**src/hdl/cpuCenGen.sv**
```systemverilog
// ======================================
// fractional clock enable, cen and cenb alternate
// needs 2*num < den, each output pulses num times per den clocks
// ======================================
`timescale 1ns/1ps

module cpuCenGen (
    input  logic       clk,
    input  logic       rst,
    input  logic [6:0] num,   // runtime ratio numerator
    input  logic [7:0] den,   // runtime ratio denominator
    output logic       cen,
    output logic       cenb
);

    logic [7:0] acc;       // phase accumulator, always below den
    logic [8:0] sumNext;   // one bit wider for the compare
    logic       phase;     // 0 = next pulse goes to cen
    logic       wrap;

    // two pulses per CPU clock, hence twice num
    assign sumNext = {1'b0, acc} + {1'b0, num, 1'b0};
    assign wrap    = sumNext >= {1'b0, den};

    always_ff @(posedge clk or posedge rst) begin
        if (rst) begin
            acc   <= '0;
            phase <= 1'b0;
            cen   <= 1'b0;
            cenb  <= 1'b0;
        end else begin
            if (wrap) begin
                // sum - den fits in 8 bits since acc < den
                acc   <= sumNext[7:0] - den;
                phase <= ~phase;
                cen   <= ~phase;   // first wrap after reset is cen
                cenb  <= phase;
            end else begin
                acc   <= sumNext[7:0];
                cen   <= 1'b0;
                cenb  <= 1'b0;
            end
        end
    end

endmodule

```
**config.mk**
```make
export PLATFORM = sky130hd
export DESIGN_NAME = cpuCenGen
export DESIGN_NICKNAME = d
export VERILOG_FILES = /design/src/hdl/cpuCenGen.sv
export SDC_FILE = /design/constraint.sdc
export NUM_CORES = 1
export LEC_CHECK = 0
export BUFFER_PORTS_ARGS = -buffer_cell sky130_fd_sc_hd__buf_2
export CAP_MARGIN = 10
export CORE_MARGIN = 4
export CORE_UTILIZATION = 55
export CTS_BUF_LIST = sky130_fd_sc_hd__clkbuf_16
export CTS_CLUSTER_DIAMETER = 200
export DETAILED_ROUTE_END_ITERATION = 16
export PLACE_DENSITY_LB_ADDON = 0.25
export REMOVE_ABC_BUFFERS = 1
export SETUP_SLACK_MARGIN = 0.1
export SLEW_MARGIN = 20
export SYNTH_ARGS = -nofsm -noshare
export SYNTH_HDL_FRONTEND = slang
export SYNTH_SLANG_ARGS = --single-unit
```
**constraint.sdc**
```tcl
create_clock -name clk -period 3.8 [get_ports clk]
set_input_delay 0.76 -clock clk [delete_from_list [all_inputs] [get_ports clk]]
set_output_delay 0.76 -clock clk [all_outputs]
set_load 0.02 [all_outputs]
```
==> metrics.cfg, run 1 <==
[timing]
slew_viol_final=0
setup-tns-final_ns=0
max_slew_margin_pct=70.1
max_freq_ghz=0.300
clock_skew_ns=0.000610
hold_viol=0
grt_setup_unrepaired=no
min_period_over_period_pct=87.6
setup_viol=0
setup_ws_ns=0.470
period_minus_slack_ns=3.33
tightest_slew_ns=0.447

[logic_synthesis]
synth_top_area_share_pct=24.6
synthFlopType=dfrtp_1
synth_top_cells_by_count=inv_1, ha_1, dfrtp_1
synth.area.top_cells=dfrtp_1, ha_1, mux2_4
synth_edf_count=0
ys_warn_count=0
post_synth.cell_area_avg_um2=9.72
yosysMostFrequentCell=inv_1
synth_compound_area_share_pct=21.5
synth_mux_area_share_pct=9.41
synth.distinct_cells=36
syn_area_um2=1120
yosysTopAreaCell=dfrtp_1
ys_ff_latch=11
synth_xor_area_share_pct=5.49
async_flop_share_pct=100
synthCells=115
synth_top_family_by_area=compound AO/OA/AOI/OAI gates
synthSimpleGateAreaFrac_pct=12.9
ys_seq_area_share_pct=24.6
synthAdderAreaFrac_pct=20.4

[cells_and_area]
fin_nets=172
syn_to_final_growth_pct=18.3
diodes=0
drive_gt1_share_pct=23.4

[setup_path]
reg2reg_depth=13
cp_cell_sequence=buf_2, ha_1, inv_1, fa_1, nor2b_1, o31a_1, mux2i_1, o211ai_1, ha_1, nand4_1, o21ai_1, a21oi_4, or3_1, and3_1
path_class=input pin to register
crit_start=num[0]
crit_fanout=4
rr_startpoint=acc[1]
max_stage_delay_ns=0.39
crit_end=acc[7]
arrival_ns=3.46
endpoint_kind=register
crit_top_cell=ha_1
reg2reg_to=acc[7]
cp-start-kind=input pin
slowest_stage=fa_1
critical_path_required_ns=3.93
regToRegSetupSlack_ns=0.74

[clock_network]
clkSinkCount=11
post_cts_buffers=0
post_cts_resized=0
clockRootBuffer=clkbuf_16
clkTransAtPathRegs_ns=0.04
clk_latency_ns=0.24
cts_made_buffers=3
cts_max_level=1
cts_tree=done
hold_buffers=0
cts_buffer_depth=2

[drt]
wl_per_cell_um=14.9
drc=0
drt_first_pass_iters=4
vias_per_cell=5.53
ant_nets=0
first_iter_violations=18
drt_wl_total_um=2440
num_vias=907

[die]
start_util_pct=57.5
num_io_pins=19
die_w_um=53.1
core_um2=1940
row_count=16
die_area_um2=2820
die_h_um=53.1

[flow_run]
maxCapViolCount=0

[global_route]
grt_pass1_wl_um=3940
grt_max_degree=12
antenna_found_initial=0
grt_pass1_vias=915
grtUsageTotal_pct=19.7
grt_overflow=0

[placed_design]
io_buffers=18
dp_hpwl_um=1880
place_congestion=0.881
dp_slack_ns=0.230

[outcome]
status=completed

[hold_path]
hold_class=register to register

placed cells by master (no fill, tap or decap), types with 3 or more instances in the layout:
| cell | n |
|---|---|
| mux2_4 | 5 |
| inv_1 | 17 |
| nor2b_1 | 4 |
| o21ai_0 | 5 |
| xnor2_1 | 6 |
| buf_2 | 18 |
| nor2_1 | 6 |
| ha_1 | 15 |
| clkbuf_16 | 3 |
| a21oi_1 | 8 |
| dfrtp_1 | 11 |
| mux2i_1 | 3 |
layout make-up:
| cell class | instances | area [um^2] |
|---|---|---|
| multi-input combinational | 87 | 778 |
| fill | 167 | 621 |
| sequential | 11 | 275 |
| timing repair buffer | 18 | 90.1 |
| clock buffer | 3 | 75.1 |
| inverter | 17 | 63.8 |
| tap | 27 | 33.8 |
| clock inverter | 1 | 5.00 |
routing by layer:
| layer | GRT usage [%] | wire (um) | up-vias | share of wire (%) |
|---|---|---|---|---|
| li1 | - | - | 454 | - |
| met2 | 37.2 | 1280 | 14 | 53 |
| met3 | 2.54 | 63 | 5 | 2.6 |
| met5 | 0 | 0 | - | 0 |
| met1 | 22.8 | 1080 | 434 | 44 |
| met4 | 5.53 | 19 | 0 | 0.78 |
logic make-up after synthesis:
logic type,after synthesis
compound gates,31
simple gates,24
buf+inv,17
fa+ha+maj,17
flops,11
mux,8
xor+xnor,7
per-stage QoR:
step | cells | instance area, um^2 | hold WS [ns] | utilization [%]
floorplan | 115 | 1120 | 0.432 | -
global placement | 160 | 1240 | 0.473 | 63.9
detailed placement | 160 | 1240 | 0.471 | 63.9
CTS | 164 | 1320 | 0.470 | 68.0
global route | 164 | 1320 | 0.487 | 68.0
finish | 164 | 1320 | 0.469 | 68.0
how the worst min path moves through the flow:
| stage | slack [ns] | endpoint | cells after the start | from |
|---|---|---|---|---|
| final | 0.47 | cen | 1 | phase |
| after global routing | 0.49 | cen | 1 | phase |
| after CTS | 0.47 | cen | 1 | phase |
| after detailed placement | 0.47 | cen | 1 | phase |
| after global placement | 0.47 | cen | 1 | phase |
| after floorplan | 0.43 | cen | 1 | phase |
worst max-delay path, delay by kind of cell:
| family | cells | cell delay, ns |
|---|---|---|
| AO/OA/AOI/OAI | 4 | 0.58 |
| adder cells (fa/ha/maj) | 3 | 0.93 |
| multiplexers | 1 | 0.25 |
| buffers and inverters | 2 | 0.14 |
| AND/OR/NAND/NOR | 4 | 0.79 |
flip-flops by register name, summed over array words and instances (netlist names):
register,cells
phase,1
acc,8
cen,1
cenb,1
Power of run 1 is left out: the tool's default activity adds up to more than one toggle a clock period on the data nets, which glitch-free logic cannot reach.
==> run 2, diff against run 1 <==
Settings changed: GPL_TIMING_DRIVEN set to 0.
==> metrics.cfg, run 2 (synthesized netlist as in run 1, its figures left out) <==
[outcome]
status=completed

[timing]
clock_skew_ns=0.00121
grt_setup_unrepaired=no
hold_viol=0
setup_viol=0
min_period_over_period_pct=92.7
whs_ns=0.460
tightest_slew_ns=0.459
max_freq_ghz=0.284
max_slew_margin_pct=69.3
period_minus_slack_ns=3.52
slew_viol_final=0
setup-tns-final_ns=0

[drt]
ant_nets=0
drt_first_pass_iters=4
num_vias=920
drc=0
vias_per_cell=5.61
drt_wl_total_um=2290
first_iter_violations=12
wl_per_cell_um=14.0

[global_route]
use_met2_pct=33.1
antenna_found_initial=0
grt-busiest-layer=met2
grt_pass1_vias=910
grtUsageTotal_pct=18.7
gr-usage-met3_pct=3.38
use_met1_pct=21.1
grt_max_degree=12
grt_pass1_wl_um=3710
grt_overflow=0

[die]
die_h_um=53.1
num_io_pins=19
row_count=16
die_w_um=53.1
core_um2=1940
start_util_pct=57.5
die_area_um2=2820

[setup_path]
critPathBufInv=2
crit_fanout=4
endpoint_kind=register
arrival_ns=3.65
cp_top_family=adder cells
slowest_stage=fa_1
cp-start-kind=input pin
cp_cell_sequence=buf_2, ha_1, inv_1, fa_1, nor2b_1, o31a_1, mux2i_1, o211ai_1, ha_1, nand4_1, o21ai_1, a21oi_4, or3_1, and3_1
critical_path_required_ns=3.92
crit_top_cell=ha_1
max_stage_delay_ns=0.40
path_class=input pin to register

[clock_network]
hold_buffers=0
cts_tree=done
clkTransAtPathRegs_ns=0.04
post_cts_resized=0
clockRootBuffer=clkbuf_16
clkSinkCount=11
cts_buffer_depth=2
cts_made_buffers=3
clk_latency_ns=0.24
post_cts_buffers=0
cts_max_level=1

[cells_and_area]
drive_gt1_share_pct=22.6
fin_nets=172
diodes=0
largest_reg_flops=8
max_flop_register=acc
fin_util_pct=68.0
syn_to_final_growth_pct=18.1
fin_area_um2=1320
n_fill_cell=167
final_cell_mix=inv_1, buf_2, ha_1

[placed_design]
io_buffers=18
placed_area_um2=1240
place_congestion=0.895
dp_hpwl_um=1870

[hold_path]
hold_class=register to register

[flow_run]
maxCapViolCount=0

[run 2: cell types whose count changed in the layout (fill, tap and decap cells not counted), sizes merged]
cell    previous run  this run
inv               17        18
clkinv             1         0
[run 2: worst paths after layout]
check	start	to	slack, ns	cells past startpoint
setup / recovery	num[0]	acc[7]	0.28	14
hold / removal	phase	cen	0.46	1
setup reg to reg	acc[1]	acc[7]	0.55	13
hold reg to reg	phase	cen	0.46	1
max in group asynchronous	rst	cen	2.96	2
min in group asynchronous	rst	acc[2]	0.52	2
[run 2: worst register-to-register path, delay by kind of cell, from the launching register on]
kind | cells | cell delay, ns
AO/OA/AOI/OAI | 4 | 0.65
adder cells (fa/ha/maj) | 3 | 0.97
buffers and inverters | 1 | 0.06
flip-flops | 1 | 0.32
multiplexers | 1 | 0.26
AND/OR/NAND/NOR | 4 | 0.86
[run 2: final cells by class]
cell class	count	area [um^2]	share of cell area (%)
multi-input cells	87	778	59.0
flip-flops and latches	11	275	20.9
repair buffers	18	90.1	6.82
clock buffers	3	75.1	5.69
inverters	17	63.8	4.83
well taps	27	33.8	2.56
clock inverters	1	3.75	0.284
[run 2: layer usage]
layer | share of wire [%] | vias to the layer above
met5 | 0 | -
met4 | 1.6 | 0
met3 | 3.3 | 6
met2 | 53 | 22
met1 | 42 | 434
li1 | - | 458
[run 2: metrics by stage]
| stage | cells | worst slack (ns) |
|---|---|---|
| 2_1_floorplan | 115 | 0.521 |
| 3_3_place_gp | 160 | 0.191 |
| 3_5_place_dp | 160 | 0.0649 |
| 4_1_cts | 164 | 0.256 |
| 5_1_grt | 164 | 0.148 |
| 6_report | 164 | 0.276 |
Power of run 2 is left out for the same reason.
