$ cat config.mk
export PLATFORM = sky130hd
export DESIGN_NAME = addrDecode
export DESIGN_NICKNAME = d
export VERILOG_FILES = /design/src/hdl/cpuBusPkg.sv /design/src/hdl/memMapPkg.sv /design/src/hdl/addrDecode.sv
export VERILOG_INCLUDE_DIRS = /design/src /design/src/include
export SDC_FILE = /design/constraint.sdc
export NUM_CORES = 1
export LEC_CHECK = 0
export BUFFER_PORTS_ARGS = -buffer_cell sky130_fd_sc_hd__buf_2
export CAP_MARGIN = 25
export CELL_PAD_IN_SITES_DETAIL_PLACEMENT = 1
export CELL_PAD_IN_SITES_GLOBAL_PLACEMENT = 2
export CORE_AREA = 4 4 76 78
export DETAILED_ROUTE_END_ITERATION = 16
export DIE_AREA = 0 0 80 82
export PLACE_DENSITY = 0.92
export SLEW_MARGIN = 20
export SYNTH_ARGS = -nofsm -noshare
export SYNTH_HDL_FRONTEND = slang
export SYNTH_SLANG_ARGS = --single-unit
$ cat constraint.sdc
create_clock -name clk -period 2.35 [get_ports clk]
set_input_delay 0.3525 -clock clk [delete_from_list [all_inputs] [get_ports clk]]
set_output_delay 0.3525 -clock clk [all_outputs]
set_load 0.01 [all_outputs]
$ cat src/include/sub_defines.svh
// ======================================
// shared widths, address codes and the default CPU clock ratio
// the ratio must satisfy 2*num < den so one wrap per clock at most
// ======================================
`ifndef SUB_DEFINES_SVH
`define SUB_DEFINES_SVH

// word address widths of the memory ports
`define SUB_ROM_AW   18
`define SUB_RAM_AW   16
`define SUB_ROAD_AW  11       // on-chip road RAM, 2k words

// codes seen on CPU address bits 19:17
`define SUB_CODE_ROM_MAX  3'd2   // 0..2 map to ROM
`define SUB_CODE_RAM      3'd3
`define SUB_CODE_ROAD     3'd4   // bit 16 picks road or sio

// default clock enable ratio, num/den of clk
`define SUB_CEN_NUM  7'd29
`define SUB_CEN_DEN  8'd146

// value seen by the CPU on unmapped reads
`define SUB_OPEN_BUS 16'hffff

`endif

$ cat src/hdl/cpuBusPkg.sv
// ======================================
// CPU side of the bus, strobes active low
// addr is a word address, byte lane comes from udsn/ldsn
// ======================================
package cpuBusPkg;

    // one snapshot of the 68000 bus pins
    typedef struct packed {
        logic [23:1] addr;    // word address
        logic        asn;     // address strobe
        logic        udsn;    // upper byte strobe, d15..d8
        logic        ldsn;    // lower byte strobe, d7..d0
        logic        rnw;     // 1 = read
        logic [15:0] dout;    // CPU write data
    } busCycle;

    // progress of one bus cycle in the DTACK logic
    typedef enum logic [1:0] {
        stIdle,   // waiting for a decoded request
        stWait,   // external select open, ok pending
        stAck     // dtackN low until asn rises
    } cycleState;

endpackage

$ cat src/hdl/memMapPkg.sv
// ======================================
// decoded memory request shared by decoder, DTACK logic and road memory
// wordAddr is sized for the widest port (ROM)
// ======================================
`include "sub_defines.svh"

package memMapPkg;

    // region hit by the current cycle
    typedef enum logic [2:0] {
        rgnNone,   // idle or unmapped
        rgnRom,
        rgnRam,
        rgnRoad,   // on-chip road RAM
        rgnSio     // serial/control registers
    } region;

    // registered decode of one CPU cycle
    typedef struct packed {
        region                  rgn;
        logic [`SUB_ROM_AW-1:0] wordAddr;   // CPU word address bits 18:1
        logic                   we;         // write cycle
        logic [1:0]             be;         // {upper, lower}, active high
        logic [15:0]            wdata;
    } memReq;

endpackage

$ cat src/hdl/addrDecode.sv
// ======================================
// registered memory map, request valid 1 clk after asn falls
// clears to rgnNone the clock after asn rises
// ======================================
`timescale 1ns/1ps
`include "sub_defines.svh"

module addrDecode (
    input  logic               clk,
    input  logic               rst,
    input  cpuBusPkg::busCycle cpuBus,
    output memMapPkg::memReq   req
);

    memMapPkg::region rgnNext;
    logic [2:0]       code;

    assign code = cpuBus.addr[19:17];   // 128kB blocks

    // map decode from the block code
    always_comb begin
        rgnNext = memMapPkg::rgnNone;              // codes 5..7 stay unmapped
        if (code <= `SUB_CODE_ROM_MAX) begin
            rgnNext = memMapPkg::rgnRom;           // 00'0000-05'ffff
        end else if (code == `SUB_CODE_RAM) begin
            rgnNext = memMapPkg::rgnRam;           // 06'0000
        end else if (code == `SUB_CODE_ROAD) begin
            // 08'0000 road RAM, 09'0000 road control
            rgnNext = cpuBus.addr[16] ? memMapPkg::rgnSio : memMapPkg::rgnRoad;
        end
    end

    always_ff @(posedge clk or posedge rst) begin
        if (rst) begin
            req <= '0;
        end else if (!cpuBus.asn) begin
            req.rgn      <= rgnNext;
            req.wordAddr <= cpuBus.addr[`SUB_ROM_AW:1];
            req.we       <= ~cpuBus.rnw;
            req.be       <= ~{cpuBus.udsn, cpuBus.ldsn};   // strobes are active low
            req.wdata    <= cpuBus.dout;
        end else begin
            req <= '0;   // no cycle, rgnNone
        end
    end

endmodule

==> flow_summary.json, run 1 <==
{
  "cpMaxStageDelayCell": "dfrtp_1",
  "h-tree-depth": 2,
  "endpoint_kind": "primary output",
  "synth_edf_count": 0,
  "max_freq_mhz": 869.0,
  "synth_nets": 135,
  "power_frac_seq": 0.553,
  "synthCells": 90,
  "cellPowerDensity_nw_per_um2": 703.6,
  "hold_class": "in -> async",
  "combPwrFrac": 0.106,
  "place_ws_ns": 1.011,
  "rows": 26,
  "synth_top_area_cell": "dfrtp_1",
  "ys_types": 13,
  "dr.first_iter.drc_count": 12,
  "clockRootBuffer": "clkbuf_8",
  "core_um2": 5075,
  "cp_cell_sequence": "buf_2",
  "p_int_mw": 1.028,
  "track_usage": 0.1032,
  "route.detailed.vias_per_inst": 3.850,
  "status": "complete, no violations",
  "async_flop_share": 1.000,
  "cap_violations": 0,
  "vias": 947,
  "gp_congestion": 0.6636,
  "synth.top_cell.area_share": 0.7663,
  "crit_family": "flip-flops",
  "slew_viol_final": 0,
  "die_w_um": 80,
  "area_growth_pct": 43.68,
  "peakVddDrop_uv": 200.9,
  "fin_crit_sh": 0.4897,
  "cts_resized": 0,
  "setup_viol": 0,
  "reg_top3": "req x40",
  "synthesis.area_um2": 1306,
  "yosysMostFrequentCell": "dfrtp_1",
  "synth_warnings": 0,
  "port_buffers": 80,
  "dp_hpwl_um": 2500,
  "grt_pass1_wl_um": 5071,
  "power_mw": 1.321,
  "synth_ff_type": "dfrtp_1",
  "worst_setup_path_start_kind": "flop",
  "grt_max_degree": 23,
  "synth_area_leaders": "dfrtp_1, nor2b_1, buf_2, nor2_1, a21oi_1",
  "netlist_top_cells_count": "dfrtp_1, nor2b_1, nor2_1",
  "slew_headroom": 0.5247,
  "start_util": 0.2574,
  "path_clk_slew_ns": 0.07,
  "path_buf_inv": 1,
  "final_nets": 220,
  "synth-seq-cells": 40,
  "die_h_um": 82,
  "clockBufferDepth": 2,
  "grt_pass1_vias": 1057,
  "clkPwrFrac": 0.341,
  "path_class": "reg -> out",
  "cpPeakStageDelay_ns": 0.38,
  "swShare": 0.2217,
  "drcViolationCount": 0,
  "setup_slack_ns": 1.199,
  "wl_um": 3158,
  "cp_max_fo": 1,
  "drive_above_1_share": 0.5114,
  "hold_buffers": 0,
  "cts_tree": "yes",
  "cts_buffers": 5,
  "hold_violations": 0,
  "tightest_slew_ns": 0.7122,
  "largest_register_ff_count": 40,
  "io_pins": 85,
  "n_antenna_cell": 0,
  "finalCriticalPeriod_ns": 1.151,
  "worstPathArrival_ns": 0.80,
  "p_leak_nw": 1.029,
  "fin_setup_tns_ns": 0,
  "cts.sinks": 40,
  "overflow": 0,
  "top_register": "req",
  "ant_nets": 0,
  "first_pass_iters": 4,
  "rsz0062_at_grt": "false",
  "syn-mean-instance-area_um2": 14.51,
  "antenna_found_initial": 0,
  "worst_ep_required_time_ns": 2.00,
  "dieArea_um2": 6560,
  "p_sw_uw": 292.8,
  "wire_per_inst_um": 12.84,
  "post_cts_buffers": 0,
  "ys_seq_area_frac": 0.7663
}
==> layout by cell type, fill, tap and decap left out <==
cell type and count:
a21oi_1 2, and3_1 1, inv_1 1, nor2b_1 33
dfrtp_1 40, nor2b_2 1, clkbuf_1 2, or3_1 1
clkbuf_8 6, nor2_1 4, or4b_1 1, nand3b_1 1
buf_2 80, a21o_2 1, buf_4 2
==> metrics by stage <==
stage          cells  utilization  instance area [um^2]  hold slack [ns]
6_report         246       0.3698                  1877           0.1798
5_1_grt          246       0.3698                  1877           0.1911
4_1_cts          246       0.3698                  1877           0.1936
3_5_place_dp     238       0.3521                  1787           0.5037
3_3_place_gp     238       0.3521                  1787           0.4885
2_1_floorplan     90            -                  1306           0.4132
==> worst paths after layout <==
check	slack [ns]	cells after the start	startpoint	to
max	1.20	1	req[24]	req[24]
max in group asynchronous	1.42	3	rst	req[7]
min	0.18	2	rst	req[26]
min in group clk	0.21	2	cpuBus[16]	req[18]
==> cell type report <==
| cell class | instances | area, um^2 |
|---|---|---|
| Clock buffer | 8 | 90.09 |
| Fill cell | 602 | 3198 |
| Timing Repair Buffer | 82 | 415.4 |
| Inverter | 1 | 3.754 |
| Multi-Input combinational cell | 45 | 279.0 |
| Sequential cell | 40 | 1001 |
| Tap cell | 70 | 87.58 |
==> power by group through the flow <==
stage	clock network, mW	logic (mW)	registers, mW
after detailed placement	0	0.146	0.743
after CTS	0.476	0.146	0.730
after global placement	0	0.141	0.742
after floorplan	0	0.0447	0.763
final	0.451	0.140	0.730
after global routing	0.513	0.159	0.733
==> layer usage <==
metal | vias up | track usage | share of wire
met5 | - | 0 | 0
met4 | 0 | 0.04561 | 0.018
met3 | 5 | 0.03180 | 0.079
met2 | 42 | 0.1854 | 0.55
met1 | 457 | 0.1116 | 0.35
li1 | 443 | - | -
==> kinds of logic (layout without fill, tap and decap cells) <==
family                 after synthesis  in the layout  synth area share
flip-flops                          40             40            0.7663
AND/OR/NAND/NOR                     42             42            0.1992
AO/OA/AOI/OAI                        3              3           0.01437
buffers and inverters                5             91           0.02011
(Power assumes the default switching activity.)
==> inputs of run 2 (changes only) <==
- CORE_AREA: 4 4 76 78 -> 4 4 83 85
- DIE_AREA: 0 0 80 82 -> 0 0 87 89
- PLACE_DENSITY: 0.92 -> 0.83
- clock period: 2.35 -> 1 ns (I/O delays scaled with it)
==> run 2 against run 1 <==
Compared with the run above: worst setup slack got worse by 1.2 ns; core utilization fell by 5.2 points; sequential share of layout area fell by 2.5 points; global-route usage down 1.6 points; cell area is 5.0% higher; critical endpoint is now req[32]; combinational power grew to 2.6 times the previous value; worst hold slack lost 0.12 ns; highest routed layer unchanged; non-clock buffer count is 7 higher; clock-buffer cell count down 1.
==> flow_summary.json, run 2 (synthesis results as in run 1) <==
{
  "rows": 29,
  "max_freq_mhz": 1051,
  "hold_class": "in -> reg",
  "hold_depth": 2,
  "clockBufferDepth": 2,
  "die_w_um": 87,
  "vias": 979,
  "reg_top3": "req x40",
  "combPwrFrac": 0.114,
  "layout_common_cells": "buf_2, dfrtp_1, nor2b_1",
  "setup_viol": 0,
  "peakVddDrop_uv": 541.2,
  "largest_register_ff_count": 40,
  "hold_buffers": 4,
  "layout_commonest_cell": "buf_2",
  "post_cts_buffers": 0,
  "hp-start": "cpuBus[19]",
  "fin_crit_sh": 0.9511,
  "path_class": "reg -> out",
  "cts_resized": 0,
  "rsz0062_at_grt": "false",
  "hold-path-endpoint": "req[34]",
  "cellPowerDensity_nw_per_um2": 1622,
  "slew_viol_final": 0,
  "clockRootBuffer": "clkbuf_8",
  "clkPwrFrac": 0.350,
  "setup_slack_ns": 0.04890,
  "route.detailed.vias_per_inst": 3.780,
  "dr.first_iter.drc_count": 10,
  "final_nets": 227,
  "cpMaxStageDelayCell": "dfrtp_1",
  "path_clk_slew_ns": 0.07,
  "cpPeakStageDelay_ns": 0.37,
  "worstPathArrival_ns": 0.80,
  "worst_setup_path_start_kind": "flop",
  "crit_family": "flip-flops",
  "cp_max_fo": 1,
  "ant_nets": 0,
  "first_pass_iters": 2,
  "power_frac_seq": 0.536,
  "area_growth_pct": 50.86,
  "start_util": 0.2105,
  "endpoint_kind": "primary output",
  "power_mw": 3.196,
  "drcViolationCount": 0,
  "dp_hpwl_um": 2596,
  "n_antenna_cell": 0,
  "hold_violations": 0,
  "num-fill-cells": 731,
  "h-tree-depth": 2,
  "drive_above_1_share": 0.5220,
  "wl_um": 3307,
  "p_sw_uw": 705.1,
  "cap_violations": 0,
  "grt_pass1_wl_um": 5154,
  "cts_buffers": 5,
  "finalCriticalPeriod_ns": 0.9511,
  "wire_per_inst_um": 12.77,
  "antenna_found_initial": 0,
  "core_um2": 6205,
  "dieArea_um2": 7743,
  "status": "complete, no violations",
  "p_int_mw": 2.491,
  "gp_congestion": 0.6191,
  "grt_max_degree": 41,
  "worst_ep_required_time_ns": 0.85,
  "swShare": 0.2206,
  "io_pins": 85,
  "overflow": 0,
  "place_ws_ns": -0.006709,
  "track_usage": 0.08703,
  "top_register": "req",
  "grt_pass1_vias": 1030,
  "tightest_slew_ns": 0.2147,
  "port_buffers": 80,
  "cp_cell_sequence": "buf_2",
  "die_h_um": 89,
  "cts_tree": "yes",
  "cts.sinks": 40,
  "p_leak_nw": 1.065,
  "slew_headroom": 0.8569,
  "path_buf_inv": 1
}
run 2: cell types whose count changed in the layout (fill, tap and decap cells not counted):
cell and change:
dlygate4sd3_1 +4, clkbuf_8 +1, buf_12 +1, buf_4 +2, clkinvlp_4 +1, inv_1 -1
clkbuf_1 -2
run 2: power by group through the flow:
| stage | sequential [mW] | clock (mW) | combinational, mW |
|---|---|---|---|
| after CTS | 1.71 | 1.19 | 0.376 |
| after floorplan | 1.79 | 0 | 0.106 |
| after global routing | 1.72 | 1.25 | 0.409 |
| after detailed placement | 1.75 | 0 | 0.362 |
| final | 1.71 | 1.12 | 0.364 |
| after global placement | 1.75 | 0 | 0.352 |
run 2: worst max-delay path by stage:
stage,cells past startpoint,from,slack [ns],to
6_report,1,req[32],0.05,req[32]
5_1_grt,1,req[38],0.009,req[38]
4_1_cts,1,req[32],0.03,req[32]
3_5_place_dp,3,cpuBus[37],-0.007,req[38]
3_3_place_gp,3,cpuBus[37],0.03,req[38]
2_1_floorplan,2,cpuBus[37],0.15,req[38]
run 2: per-stage QoR:
step	cell area [um^2]	cells	util	hold WS, ns	TNS [ns]
after global routing	1971	259	0.3176	0.06566	0
after floorplan	1310	90	-	0.1288	0
after detailed placement	1834	248	0.2956	0.2152	-0.006709
after global placement	1834	248	0.2956	0.2109	0
final	1971	259	0.3176	0.06047	0
after CTS	1971	259	0.3176	0.04716	0
run 2: metal layers:
metal	GRT usage	routed length [um]	up-vias
li1	-	-	456
met1	0.09414	1159	478
met2	0.1553	1820	38
met3	0.02581	255	7
met4	0.04249	72	0
met5	0	0	-
run 2: area by class of cell:
class	instances	area [um^2]	share of cell area
tap	77	96.34	0.04889
multi-input combinational	45	279.0	0.1416
inverter	1	7.507	0.003810
sequential	40	1001	0.5079
timing repair buffer	89	490.5	0.2489
clock buffer	7	96.34	0.04889
==> inputs of run 3 (changes only) <==
- BUFFER_PORTS_ARGS: -buffer_cell sky130_fd_sc_hd__buf_2 -> -buffer_cell sky130_fd_sc_hd__buf_4
==> run 3 against run 2 <==
Compared with the run above: combinational power up 23%; flip-flop and latch count unchanged; sequential power about the same; non-clock buffer count did not move; sequential share of layout area decreased by 4.8 points; critical path depth did not move; cell area increased by 10%; die area unchanged; maximum frequency fell by 1.1%; highest routed layer unchanged.
==> flow_summary.json, run 3 (synthesis results as in run 1) <==
{
  "die_h_um": 89,
  "core_um2": 6205,
  "drcViolationCount": 0,
  "dr.first_iter.drc_count": 12,
  "worst_ep_required_time_ns": 0.85,
  "cts_buffers": 5,
  "grt_pass1_vias": 1033,
  "p_leak_nw": 1.114,
  "setup_slack_ns": 0.03879,
  "grt_pass1_wl_um": 5188,
  "status": "complete, no violations",
  "path_buf_inv": 1,
  "cp_max_fo": 1,
  "path_clk_slew_ns": 0.07,
  "overflow": 0,
  "worst_setup_path_start_kind": "flop",
  "endpoint_kind": "primary output",
  "rows": 29,
  "hold_class": "in -> reg",
  "ant_nets": 0,
  "n_antenna_cell": 0,
  "power_frac_seq": 0.523,
  "grt_max_degree": 41,
  "swShare": 0.2159,
  "rsz0062_at_grt": "false",
  "layout_commonest_cell": "buf_4",
  "clockRootBuffer": "clkbuf_8",
  "cp_cell_sequence": "buf_4",
  "slew_headroom": 0.8578,
  "cpPeakStageDelay_ns": 0.39,
  "post_cts_buffers": 0,
  "num-fill-cells": 676,
  "place_ws_ns": -0.03721,
  "worstPathArrival_ns": 0.81,
  "max_freq_mhz": 1040,
  "cts_tree": "yes",
  "dp_hpwl_um": 2574,
  "gp_congestion": 0.6445,
  "cts.sinks": 40,
  "largest_register_ff_count": 40,
  "wl_um": 3362,
  "top_register": "req",
  "path_class": "reg -> out",
  "combPwrFrac": 0.137,
  "drive_above_1_share": 0.5220,
  "first_pass_iters": 2,
  "track_usage": 0.08882,
  "vias": 961,
  "p_int_mw": 2.579,
  "area_growth_pct": 66.48,
  "power_mw": 3.289,
  "hold_violations": 0,
  "clockBufferDepth": 2,
  "cpMaxStageDelayCell": "dfrtp_1",
  "antenna_found_initial": 0,
  "fin_setup_tns_ns": 0,
  "wire_per_inst_um": 12.98,
  "route.detailed.vias_per_inst": 3.710,
  "start_util": 0.2105,
  "finalCriticalPeriod_ns": 0.9612,
  "tightest_slew_ns": 0.2133,
  "peakVddDrop_uv": 426.3,
  "die_w_um": 87,
  "dieArea_um2": 7743,
  "h-tree-depth": 2,
  "slew_viol_final": 0,
  "crit_family": "flip-flops",
  "layout_common_cells": "buf_4, dfrtp_1, nor2b_1",
  "final_nets": 227,
  "clkPwrFrac": 0.341,
  "setup_viol": 0,
  "reg_top3": "req x40",
  "p_sw_uw": 709.9,
  "fin_crit_sh": 0.9612,
  "cellPowerDensity_nw_per_um2": 1512,
  "port_buffers": 80,
  "cap_violations": 0,
  "io_pins": 85
}
## run 3: cell counts in the layout (fill, tap and decap cells not counted)
Identical to the previous run, type by type.
## run 3: layer usage
metal  vias up  global-route usage  part of all wire
met2        39              0.1546              0.54
met3         5             0.02212             0.065
li1        455                   -                 -
met4         0             0.04674             0.021
met1       462              0.1006              0.37
met5         -                   0                 0
## run 3: timing repair
action / CTS / global route
endpoints found under the setup margin: 0 / 1
endpoints found under the hold margin: 43 / 0
hold buffers: 4 / 0
resized for setup: 0 / 1
## run 3: worst paths after layout
| kind | start | end | slack (ns) | cells past startpoint |
|---|---|---|---|---|
| max in group asynchronous | rst | req[30] | 0.33 | 4 |
| setup / recovery | req[38] | req[38] | 0.04 | 1 |
| min in group asynchronous | rst | req[20] | 0.48 | 4 |
| hold / removal | cpuBus[19] | req[34] | 0.05 | 2 |
## run 3: layout make-up
class                      instances  area [um^2]  share of cell area
clock buffer                       7        96.34             0.04430
inverter                           1        7.507            0.003452
multi-input combinational         45        279.0              0.1283
sequential                        40         1001              0.4603
tap                               77        96.34             0.04430
timing repair buffer              89        694.4              0.3193
## run 3: stage by stage
step / cells / hold slack [ns] / area (um^2) / util
2_1_floorplan: 90 / 0.1288 / 1310 / -
3_3_place_gp: 248 / 0.2180 / 2034 / 0.3279
3_5_place_dp: 248 / 0.2306 / 2034 / 0.3279
4_1_cts: 259 / 0.03518 / 2171 / 0.3499
5_1_grt: 259 / 0.04856 / 2175 / 0.3505
6_report: 259 / 0.04616 / 2175 / 0.3505
## run 3: power by group through the flow
stage	Clock [mW]	Sequential (mW)	Combinational [mW]
after floorplan	0	1.79	0.106
after global placement	0	1.75	0.438
after detailed placement	0	1.75	0.449
after CTS	1.20	1.72	0.462
after global routing	1.26	1.73	0.494
final	1.12	1.72	0.449
