## config.mk

```make
export PLATFORM = sky130hd
export DESIGN_NAME = dtackGen
export DESIGN_NICKNAME = d
export VERILOG_FILES = /design/src/hdl/cpuBusPkg.sv /design/src/hdl/memMapPkg.sv /design/src/hdl/dtackGen.sv
export VERILOG_INCLUDE_DIRS = /design/src /design/src/include
export SDC_FILE = /design/constraint.sdc
export NUM_CORES = 1
export LEC_CHECK = 0
export BUFFER_PORTS_ARGS = -buffer_cell sky130_fd_sc_hd__clkbuf_2
export CAP_MARGIN = 20
export CORE_MARGIN = 3
export CORE_UTILIZATION = 39
export DETAILED_ROUTE_END_ITERATION = 6
export PLACE_DENSITY = 0.79
export SYNTH_ARGS = -nofsm -noshare
export SYNTH_HDL_FRONTEND = slang
export SYNTH_SLANG_ARGS = --single-unit
export TNS_END_PERCENT = 20
```

## constraint.sdc

```tcl
create_clock -name clk -period 2.65 [get_ports clk]
set_clock_uncertainty 0.15 [all_clocks]
set_input_delay 0.6625 -clock clk [delete_from_list [all_inputs] [get_ports clk]]
set_output_delay 0.6625 -clock clk [all_outputs]
set_load 0.1 [all_outputs]
```

## src/include/sub_defines.svh

```systemverilog
// ======================================
// shared widths, address codes and the default CPU clock ratio
// the ratio must satisfy 2*num < den so one wrap per clock at most
// ======================================
`ifndef SUB_DEFINES_SVH
`define SUB_DEFINES_SVH

// word address widths of the memory ports
`define SUB_ROM_AW   18
`define SUB_RAM_AW   16
`define SUB_ROAD_AW  11       // on-chip road RAM, 2k words

// codes seen on CPU address bits 19:17
`define SUB_CODE_ROM_MAX  3'd2   // 0..2 map to ROM
`define SUB_CODE_RAM      3'd3
`define SUB_CODE_ROAD     3'd4   // bit 16 picks road or sio

// default clock enable ratio, num/den of clk
`define SUB_CEN_NUM  7'd29
`define SUB_CEN_DEN  8'd146

// value seen by the CPU on unmapped reads
`define SUB_OPEN_BUS 16'hffff

`endif

```

## src/hdl/cpuBusPkg.sv

```systemverilog
// ======================================
// CPU side of the bus, strobes active low
// addr is a word address, byte lane comes from udsn/ldsn
// ======================================
package cpuBusPkg;

    // one snapshot of the 68000 bus pins
    typedef struct packed {
        logic [23:1] addr;    // word address
        logic        asn;     // address strobe
        logic        udsn;    // upper byte strobe, d15..d8
        logic        ldsn;    // lower byte strobe, d7..d0
        logic        rnw;     // 1 = read
        logic [15:0] dout;    // CPU write data
    } busCycle;

    // progress of one bus cycle in the DTACK logic
    typedef enum logic [1:0] {
        stIdle,   // waiting for a decoded request
        stWait,   // external select open, ok pending
        stAck     // dtackN low until asn rises
    } cycleState;

endpackage

```

## src/hdl/memMapPkg.sv

```systemverilog
// ======================================
// decoded memory request shared by decoder, DTACK logic and road memory
// wordAddr is sized for the widest port (ROM)
// ======================================
`include "sub_defines.svh"

package memMapPkg;

    // region hit by the current cycle
    typedef enum logic [2:0] {
        rgnNone,   // idle or unmapped
        rgnRom,
        rgnRam,
        rgnRoad,   // on-chip road RAM
        rgnSio     // serial/control registers
    } region;

    // registered decode of one CPU cycle
    typedef struct packed {
        region                  rgn;
        logic [`SUB_ROM_AW-1:0] wordAddr;   // CPU word address bits 18:1
        logic                   we;         // write cycle
        logic [1:0]             be;         // {upper, lower}, active high
        logic [15:0]            wdata;
    } memReq;

endpackage

```

## src/hdl/dtackGen.sv

```systemverilog
// ======================================
// one bus cycle at a time, a new one starts only from stIdle
// ok strobes may stay low indefinitely, there is no timeout
// ======================================
`timescale 1ns/1ps
`include "sub_defines.svh"

module dtackGen (
    input  logic             clk,
    input  logic             rst,
    input  memMapPkg::memReq req,
    input  logic             asn,
    input  logic             romOk,
    input  logic [15:0]      romData,
    input  logic             ramOk,
    input  logic [15:0]      ramData,
    input  logic [15:0]      roadData,   // registered by the road memory
    output logic             romCs,
    output logic             ramCs,
    output logic             ramWe,
    output logic [15:0]      cpuDin,
    output logic             dtackN
);

    cpuBusPkg::cycleState state;
    logic                 asnQ;      // asn as seen by the decoder
    logic                 onChip;

    assign onChip = req.rgn == memMapPkg::rgnRoad || req.rgn == memMapPkg::rgnSio;

    always_ff @(posedge clk or posedge rst) begin
        if (rst) begin
            state  <= cpuBusPkg::stIdle;
            asnQ   <= 1'b1;
            romCs  <= 1'b0;
            ramCs  <= 1'b0;
            ramWe  <= 1'b0;
            cpuDin <= '0;
            dtackN <= 1'b1;
        end else begin
            asnQ <= asn;
            case (state)
                cpuBusPkg::stIdle: begin
                    // req is live once the decoder has seen asn low too
                    if (!asn && !asnQ) begin
                        case (req.rgn)
                            memMapPkg::rgnRom: begin
                                romCs <= 1'b1;
                                state <= cpuBusPkg::stWait;
                            end
                            memMapPkg::rgnRam: begin
                                ramCs <= 1'b1;
                                ramWe <= req.we;
                                state <= cpuBusPkg::stWait;
                            end
                            memMapPkg::rgnRoad, memMapPkg::rgnSio:
                                state <= cpuBusPkg::stAck;   // data ready next clk
                            default: begin
                                cpuDin <= `SUB_OPEN_BUS;  // unmapped, ack right away
                                dtackN <= 1'b0;
                                state  <= cpuBusPkg::stAck;
                            end
                        endcase
                    end
                end
                cpuBusPkg::stWait: begin
                    if (romCs && romOk) begin
                        romCs  <= 1'b0;
                        cpuDin <= romData;
                        state  <= cpuBusPkg::stAck;
                    end else if (ramCs && ramOk) begin
                        ramCs  <= 1'b0;
                        ramWe  <= 1'b0;
                        cpuDin <= ramData;   // don't care on writes
                        state  <= cpuBusPkg::stAck;
                    end else if (req.rgn == memMapPkg::rgnNone) begin
                        romCs <= 1'b0;       // cycle dropped by the CPU
                        ramCs <= 1'b0;
                        ramWe <= 1'b0;
                        state <= cpuBusPkg::stIdle;
                    end
                end
                default: begin   // stAck
                    if (asn) begin
                        dtackN <= 1'b1;
                        state  <= cpuBusPkg::stIdle;
                    end else begin
                        dtackN <= 1'b0;
                        if (onChip) cpuDin <= roadData;
                    end
                end
            endcase
        end
    end

endmodule

```

==> impl_metrics.yaml, run 1 <==
status:
  outcome: "finished clean"
placed_design:
  dp_worst_setup_slack_ps: 219.5
  io_buffers: 76
  dp_hpwl_mm: 2.603
  place.gp.congestion: 0.8102
die:
  io_pins: 113
  core_sq_um: 3468
  dieHeight_microns: 66.98
  start_util: 0.4181
  rows: 21
  die_x_microns: 66.98
  die_area_sq_um: 4486
power:
  totalPowerFinal_mw: 2.023
  power_leakage_nw: 0.9538
  vdd_drop_max_uv: 713.6
  power_density_nw_per_um2: 1067
final_layout:
  antennaDiodeCount: 0
  drive_gt1_frac: 0.5245
  final_common_cell: "clkbuf_2"
  area_delta_synth_final_pct: 30.80
  fin_nets: 298
  mostFrequentLayoutCells: "clkbuf_2, dfrtp_1, mux2i_1, a2bb2oi_1, mux2_4"
yosys:
  netlist_area_sq_um: 1450
  syn_nets: 219
  syn_inst: 126
  ys_ff_latch: 23
  syn_area_per_cell_sq_um: 11.51
  seq_area_frac_synth: 0.3986
  yosysUniqueCellTypes: 37
  yosys_warnings: 0
routing:
  finalWirelength_mm: 3.416
  avgViaCountPerCell: 5.132
  drt-initial-drc-count: 54
  first_pass_iters: 4
  wl_per_cell_microns: 13.66
  drtAntennaViolNets: 0
  drc: 0
  vias: 1283
worst_setup_path:
  criticalPathCategory: "in -> reg"
  cp.arrival_ps: 2150
  cp_cell_sequence: "clkbuf_2, o21ai_0, nor4b_1, or3_1, buf_4, mux2_2"
  end_kind: "flop"
  worst_path_max_delay_cell: "mux2_2"
  cp_max_fo: 16
  rrSetupSlack_ps: 600
  critPathRequiredTime_ps: 2650
  timing.rr.end: "cpuDin[6]"
  reg2regPathDepth: 4
  slowest_delay_ps: 370
  cp-start-kind: "input port"
  r2r_start: "state[1]"
sta:
  slew-limit-headroom: 0.5751
  slew_viol_final: 0
  worst-slew-pin-transition_ps: 636.6
  rsz0062_at_grt: "no"
  final.min_clock_period_ps: 2149
  hold_violations: 0
  clock.fmax_ghz: 0.4654
  finalSetupTns_ps: 0
  setup_viol: 0
  post-route-period-util: 0.8108
  worst_slack_ps: 501.4
global_route:
  grt_pass1_vias: 1233
  track_usage: 0.1625
  grt_overflow_total: 0
  met2_usage: 0.2822
  met1_usage: 0.2037
  grt_antenna_before_repair: 0
  grt_pass1_wl_mm: 5.540
  use_met3: 0.03541
  grt_max_degree: 19
  top_usage_layer: "met2"
cts:
  htreeDepth: 1
  clkSinkCount: 23
  cts_tree: "yes"
  clk_latency_ps: 260
  cts_resized: 0
  cts.path.max_buffers: 2
  cts_root_buf: "clkbuf_8"
  path_clk_slew_ps: 80
  cts_hold_buffers: 0
  numCtsBuffers: 3
  cts_setup_buffers: 0
hold_path:
  hp-class: "in -> async"
job:
  max_cap_violations: 0
## state kept, by name, indices dropped and copies added (netlist names)
signal and cells:
asnQ 1, ramWe 1, state 2, dtackN 1, romCs 1, cpuDin 16
ramCs 1
## logic make-up after synthesis
| group | synth area share |
|---|---|
| AOI/OAI and AO/OA | 0.1855 |
| buffers and inverters | 0.06901 |
| xor gates and xnor gates | 0.006041 |
| DFF | 0.3986 |
| muxes | 0.2606 |
| and+or+nand+nor | 0.08025 |
## worst max-delay path, delay by kind of cell
kind	cells	cell delay [ps]
AOI/OAI and AO/OA	1	160
buffers and inverters	2	410
and+or+nand+nor	2	540
muxes	1	370
## worst max path at each step
| stage | start | cells after the start | slack (ps) | endpoint |
|---|---|---|---|---|
| global placement | req[38] | 6 | 230 | cpuDin[2] |
| global route | req[37] | 6 | 400 | cpuDin[4] |
| floorplan | romCs | 6 | 170 | cpuDin[0] |
| finish | req[37] | 6 | 500 | cpuDin[6] |
| detailed placement | req[37] | 6 | 220 | cpuDin[6] |
| CTS | req[37] | 6 | 490 | cpuDin[6] |
## where the power goes
group          internal [mW]  switching [mW]
registers              0.466          0.0735
logic                  0.285           0.986
clock network          0.107           0.106
## cells in the mapped netlist (all sizes together)
library cell,count,area (sq um)
a2bb2oi,16,140.1
xnor2,1,8.760
and2b,2,16.27
nor4b,1,8.760
nor4,1,6.260
buf,8,81.32
or3,1,6.260
dfstp,2,52.55
nor3,2,15.01
a21oi,3,15.01
o211ai,1,7.510
a22o,1,8.760
nor2,6,22.52
mux2,16,217.7
o21ai,6,30.03
a22oi,1,12.51
a31oi,1,6.260
a32oi,1,8.760
clkinv,1,3.750
nor3b,1,7.510
inv,4,15.01
and2,1,6.260
a221oi,1,8.760
mux2i,16,160.2
o21bai,1,7.510
a21o,1,7.510
dfrtp,21,525.5
nand2,6,22.52
o22ai,1,6.260
o22a,1,10.01
nand3,1,5.000
## stage by stage
step	instance area [sq um]	hold slack [ps]	cells	utilization
finish	1897	306.5	250	0.5469
global route	1897	351.5	250	0.5469
CTS	1897	328.5	250	0.5469
detailed placement	1852	343.8	246	0.5339
global placement	1852	339.5	246	0.5339
floorplan	1450	413.4	126	-
## area by class of cell
cell class	count	area (sq um)
Inverter	5	18.77
Timing Repair Buffer	82	425.4
Multi-Input combinational cell	90	772.0
Sequential cell	23	578.1
Tap cell	46	57.56
Clock buffer	4	45.04
Fill cell	350	1572
## routing by layer
metal,part of all wire,wire [microns],up-vias
li1,-,-,632
met1,0.41,1399,615
met2,0.53,1799,34
met3,0.054,185,2
met4,0.0091,31,0
met5,0,0,-
(Power assumes the default switching activity.)
==> inputs of run 2 (changes only) <==
--- a/config.mk
+++ b/config.mk
@@ -6,12 +6,13 @@
 export SDC_FILE = /design/constraint.sdc
 export NUM_CORES = 1
 export LEC_CHECK = 0
+export ABC_AREA = 1
 export BUFFER_PORTS_ARGS = -buffer_cell sky130_fd_sc_hd__clkbuf_2
 export CAP_MARGIN = 20
 export CORE_MARGIN = 3
-export CORE_UTILIZATION = 39
+export CORE_UTILIZATION = 37
 export DETAILED_ROUTE_END_ITERATION = 6
-export PLACE_DENSITY = 0.79
+export PLACE_DENSITY = 0.76
 export SYNTH_ARGS = -nofsm -noshare
 export SYNTH_HDL_FRONTEND = slang
 export SYNTH_SLANG_ARGS = --single-unit
==> constraint.sdc (replaced) <==
create_clock -name clk -period 1.9 [get_ports clk]
set_clock_uncertainty 0.15 [all_clocks]
set_input_delay 0.475 -clock clk [delete_from_list [all_inputs] [get_ports clk]]
set_output_delay 0.475 -clock clk [all_outputs]
set_load 0.1 [all_outputs]
==> run 2 against run 1 <==
Effect of this change:
- the run now ends with negative hold slack left
- worst hold slack lost 310 ps
- final cell count grew 48%
- via count grew 39%
- clock-buffer cell count shrank 1
- largest cell class unchanged
- synthesized area grew 10%
- combinational power grew to 2.7 times the previous value
- clock power grew 47%
- final area grew 12%
- highest routed layer unchanged
- sequential power grew 75%
- synthesized cell count grew 94%
==> impl_metrics.yaml, run 2 <==
yosys:
  yosysTopAreaCell: "dfrtp_1"
  ys_ff_latch: 23
  syn_nets: 337
  netlist_area_sq_um: 1595
  synthTopCellsByCount: "nand2_1, nand3_1, dfrtp_1"
  async_flop_share: 1.000
  syn_inst: 244
  netlist_top_cells_area: "dfrtp_1, nand2_1, nand3_1"
  syn_area_per_cell_sq_um: 6.538
  yosysUniqueCellTypes: 23
  synth_top_area_frac: 0.3294
  seq_area_frac_synth: 0.3624
  synth_edf_count: 0
  yosys_warnings: 0
  synth.most_common_cell: "nand2_1"
  synth_top_flop_cell: "dfrtp_1"
sta:
  final.min_clock_period_ps: 1773
  worst_slack_ps: 126.7
  hold_violations: 8
  finalSetupTns_ps: 0
  worst-slew-pin-transition_ps: 556.0
  clock.fmax_ghz: 0.5639
  rsz0062_at_grt: "no"
  whs_ps: -3.638
  slew-limit-headroom: 0.6309
  slew_viol_final: 0
  setup_viol: 0
  post-route-period-util: 0.9333
global_route:
  grt_pass1_wl_mm: 7.507
  grt_max_degree: 22
  grt_overflow_total: 0
  grt_pass1_vias: 1692
  grt_antenna_before_repair: 0
  track_usage: 0.1823
final_layout:
  final_common_cell: "nand2_1"
  largest_reg_flops: 16
  drive_gt1_frac: 0.3676
  fillers: 425
  stdcell_count: 371
  top_regs: "cpuDin x16, state x2"
  final-seq-area_sq_um: 583.1
  multi_input_area_sq_um: 895.9
  area_delta_synth_final_pct: 33.49
  fin_nets: 415
  top_register: "cpuDin"
  mostFrequentLayoutCells: "nand2_1, clkbuf_2, nand3_1, dfrtp_1"
  final_util: 0.5211
  antennaDiodeCount: 0
routing:
  first_pass_iters: 4
  drc: 0
  wl_per_cell_microns: 11.81
  drtAntennaViolNets: 0
  vias: 1785
  drt-initial-drc-count: 56
  avgViaCountPerCell: 4.811
  finalWirelength_mm: 4.383
job:
  max_cap_violations: 0
cts:
  clkSinkCount: 23
  cts_root_buf: "clkbuf_8"
  cts_hold_buffers: 0
  cts_resized: 0
  clk_latency_ps: 270
  path_clk_slew_ps: 80
  cts_setup_buffers: 0
  cts.path.max_buffers: 2
  cts_tree: "yes"
  htreeDepth: 1
  numCtsBuffers: 3
placed_design:
  dp_worst_setup_slack_ps: 104.0
  io_buffers: 76
  place.gp.congestion: 0.7977
  placed_cells: 367
  dp_hpwl_mm: 3.431
power:
  power_frac_clock: 0.066
  p_sw_mw: 2.997
  pwr-share-seq: 0.201
  p_sw_frac: 0.6368
  power_density_nw_per_um2: 2210
  power_leakage_nw: 1.220
  p_int_mw: 1.709
  vdd_drop_max_uv: 985.2
  combPwrFrac: 0.733
worst_setup_path:
  rrSetupSlack_ps: 220
  critPathRequiredTime_ps: 1270
  timing.rr.end: "cpuDin[3]"
  cp_max_fo: 18
  r2r_start: "state[1]"
  cp-start-kind: "flop"
  cp.arrival_ps: 1150
  criticalPathCategory: "reg -> out"
  end_kind: "primary output"
  reg2regPathDepth: 8
die:
  start_util: 0.3904
  core_sq_um: 4086
  die_x_microns: 71.66
  io_pins: 113
  die_area_sq_um: 5135
  rows: 23
  dieHeight_microns: 71.66
hold_path:
  hp-class: "in -> async"
status:
  outcome: "finished, violations left"
  violations: "negative hold slack"
-- run 2: changes by cell type after synthesis, moves of 4 or more --
cell	delta
nand3_1	+58
nand2_2	+12
o21ai_1	+4
mux2_4	-10
o21ai_0	-5
clkbuf_1	+4
mux2i_1	-16
a2bb2oi_1	-16
buf_2	+6
inv_2	+4
nand2_1	+101
mux2_2	-6
-- run 2: how the worst max path moves through the flow --
stage / startpoint / endpoint / slack [ps] / cells past startpoint
after floorplan: romCs / cpuDin[0] / 20 / 9
after global placement: req[39] / cpuDin[1] / 150 / 9
after detailed placement: req[39] / cpuDin[3] / 100 / 9
after CTS: romCs / romCs / 120 / 2
after global routing: state[1] / cpuDin[0] / 60 / 8
final: romCs / romCs / 130 / 2
-- run 2: per-stage QoR --
| stage | instance area (sq um) | hold slack (ps) | total power, mW |
|---|---|---|---|
| floorplan | 1600 | 325.4 | 3.748 |
| global placement | 2083 | 300.0 | 4.383 |
| detailed placement | 2083 | 304.3 | 4.431 |
| CTS | 2130 | 10.00 | 4.751 |
| global route | 2130 | 32.05 | 5.045 |
| finish | 2130 | -3.638 | 4.706 |
-- run 2: cells by family (layout without fill, tap and decap cells) --
family          count (synthesis)  after routing  share of synthesized area
compound gates                  9              9                    0.03922
buf+inv                        26            103                    0.07607
flops                          23             23                     0.3624
simple gates                  186            186                     0.5224
-- run 2: cell type report --
type,count,area share
Clock buffer,3,0.01939
Clock inverter,1,0.002350
Inverter,11,0.01939
Multi-Input combinational cell,195,0.4207
Sequential cell,23,0.2738
Tap cell,50,0.02938
Timing Repair Buffer,88,0.2350
-- run 2: routing by layer --
layer | vias up | track usage | part of all wire
li1 | 937 | - | -
met5 | - | 0 | 0
met4 | 0 | 0.06263 | 0.014
met1 | 764 | 0.2436 | 0.44
met3 | 5 | 0.02805 | 0.092
met2 | 79 | 0.3000 | 0.45
-- run 2: power groups by stage --
| stage | sequential (mW) | combinational (mW) | clock [mW] |
|---|---|---|---|
| 2_1_floorplan | 2.46 | 1.28 | 0 |
| 6_report | 0.945 | 3.45 | 0.313 |
| 3_3_place_gp | 0.952 | 3.43 | 0 |
| 3_5_place_dp | 0.956 | 3.47 | 0 |
| 5_1_grt | 0.981 | 3.72 | 0.340 |
| 4_1_cts | 0.951 | 3.48 | 0.323 |
-- run 2: critical path, cell delays in order (launching register included) --
cell and delay, ps:
dfrtp_4 470, buf_4 210, buf_12 190
==> inputs of run 3 (changes only) <==
--- a/config.mk
+++ b/config.mk
@@ -9,8 +9,10 @@
 export ABC_AREA = 1
 export BUFFER_PORTS_ARGS = -buffer_cell sky130_fd_sc_hd__clkbuf_2
 export CAP_MARGIN = 20
+export CORE_ASPECT_RATIO = 1.75
 export CORE_MARGIN = 3
 export CORE_UTILIZATION = 37
+export CTS_CLUSTER_SIZE = 12
 export DETAILED_ROUTE_END_ITERATION = 6
 export PLACE_DENSITY = 0.76
 export SYNTH_ARGS = -nofsm -noshare
==> run 3 against run 2 <==
Effect of this change:
- the flow now finishes without violations
- clock-buffer cell count unchanged
- final area decreased by 0.76%
- sequential cell count is the same
- die area grew 0.61%
- largest power group unchanged
- largest cell class unchanged
- critical path depth fell by 1
- worst setup slack gained 33 ps
- combinational power fell by 3%
- critical endpoint is now cpuDin[14]
- routed wire length increased by 0.94%
==> impl_metrics.yaml, run 3 (same netlist as run 2, synthesis figures left out) <==
worst_setup_path:
  slowest_delay_ps: 470
  worst_path_max_delay_cell: "clkbuf_2"
  reg2regPathDepth: 8
  end_kind: "primary output"
  cp-start-kind: "flop"
  cp.arrival_ps: 1120
  critical_path.top_delay_family: "buffers and inverters"
  cp_cell_sequence: "clkbuf_2"
  criticalPathCategory: "reg -> out"
  crit_cells: 1
  rrSetupSlack_ps: 210
  cp_max_fo: 2
  r2r_start: "romCs"
  timing.rr.end: "state[0]"
  worst-path-buf-inv: 1
  critPathRequiredTime_ps: 1270
routing:
  drc: 0
  finalWirelength_mm: 4.424
  avgViaCountPerCell: 4.872
  wl_per_cell_microns: 12.02
  m1WireLength_mm: 1.611
  wl_met3_microns: 201
  drt-initial-drc-count: 25
  first_pass_iters: 5
  drtAntennaViolNets: 0
  routed.top_layer: "met4"
  vias: 1793
  wl_met2_mm: 2.520
placed_design:
  dp_worst_setup_slack_ps: 199.7
  place.gp.congestion: 0.8846
  io_buffers: 76
  dp_hpwl_mm: 3.697
  placed_cells: 364
final_layout:
  multi_input_area_sq_um: 895.9
  drive_gt1_frac: 0.3636
  mostFrequentLayoutCells: "nand2_1, clkbuf_2, nand3_1, dfrtp_1, nand2_2"
  stdcell_count: 368
  top_register: "cpuDin"
  fin_nets: 413
  top_regs: "cpuDin x16, state x2"
  area_delta_synth_final_pct: 32.47
  final_util: 0.5092
  final-seq-area_sq_um: 583.1
  final_common_cell: "nand2_1"
  largest_reg_flops: 16
  antennaDiodeCount: 0
  fillers: 444
sta:
  final.min_clock_period_ps: 1740
  worst_slack_ps: 159.9
  clock.fmax_ghz: 0.5747
  setup_viol: 0
  worst-slew-pin-transition_ps: 543.2
  slew_viol_final: 0
  rsz0062_at_grt: "no"
  hold_violations: 0
  finalSetupTns_ps: 0
  slew-limit-headroom: 0.6394
  post-route-period-util: 0.9158
cts:
  cts_root_buf: "clkbuf_8"
  numCtsBuffers: 3
  clkSinkCount: 23
  htreeDepth: 1
  path_clk_slew_ps: 90
  cts_setup_buffers: 0
  cts_tree: "yes"
  clk_latency_ps: 260
  cts_resized: 0
  cts.path.max_buffers: 2
  cts_hold_buffers: 0
global_route:
  grt_max_degree: 21
  grt_pass1_wl_mm: 7.369
  grt_antenna_before_repair: 0
  grt_overflow_total: 0
  grt_pass1_vias: 1653
  track_usage: 0.1762
power:
  vdd_drop_max_uv: 1063
  power_leakage_nw: 1.210
  power_density_nw_per_um2: 2190
die:
  rows: 31
  start_util: 0.3844
  die_x_microns: 55.64
  die_area_sq_um: 5167
  dieHeight_microns: 92.87
  io_pins: 113
  core_sq_um: 4150
status:
  outcome: "finished clean"
job:
  max_cap_violations: 0
hold_path:
  hp-class: "in -> async"
run 3: where the power goes:
part / switching, mW / internal, mW / total [mW]
clock network: 0.155 / 0.146 / 0.301
logic: 2.56 / 0.773 / 3.33
registers: 0.242 / 0.756 / 0.998
total: 2.95 / 1.68 / 4.63
run 3: layout make-up:
| cell class | count | area share |
|---|---|---|
| multi-input combinational | 195 | 0.4239 |
| sequential | 23 | 0.2759 |
| clock buffer | 3 | 0.01954 |
| tap | 49 | 0.02901 |
| inverter | 11 | 0.01954 |
| clock inverter | 1 | 0.002368 |
| timing repair buffer | 86 | 0.2297 |
run 3: how the worst max path moves through the flow:
| stage | startpoint | end | slack, ps |
|---|---|---|---|
| global route | romCs | state[0] | 60 |
| finish | cpuDin[14] | cpuDin[14] | 160 |
| global placement | romCs | ramCs | 230 |
| floorplan | romCs | cpuDin[0] | 20 |
| detailed placement | req[38] | cpuDin[5] | 200 |
| CTS | cpuDin[14] | cpuDin[14] | 160 |
run 3: stage by stage:
step	power (mW)	cell area, sq um	hold WS [ps]
CTS	4.665	2113	72.75
floorplan	3.748	1600	325.4
finish	4.629	2113	55.36
global route	4.958	2113	104.0
detailed placement	4.359	2067	311.6
global placement	4.319	2067	306.6
run 3: per-layer routing:
layer | up-vias | GRT usage
li1 | 932 | -
met2 | 51 | 0.3429
met5 | - | 0
met4 | 0 | 0.07505
met1 | 804 | 0.1880
met3 | 6 | 0.01395
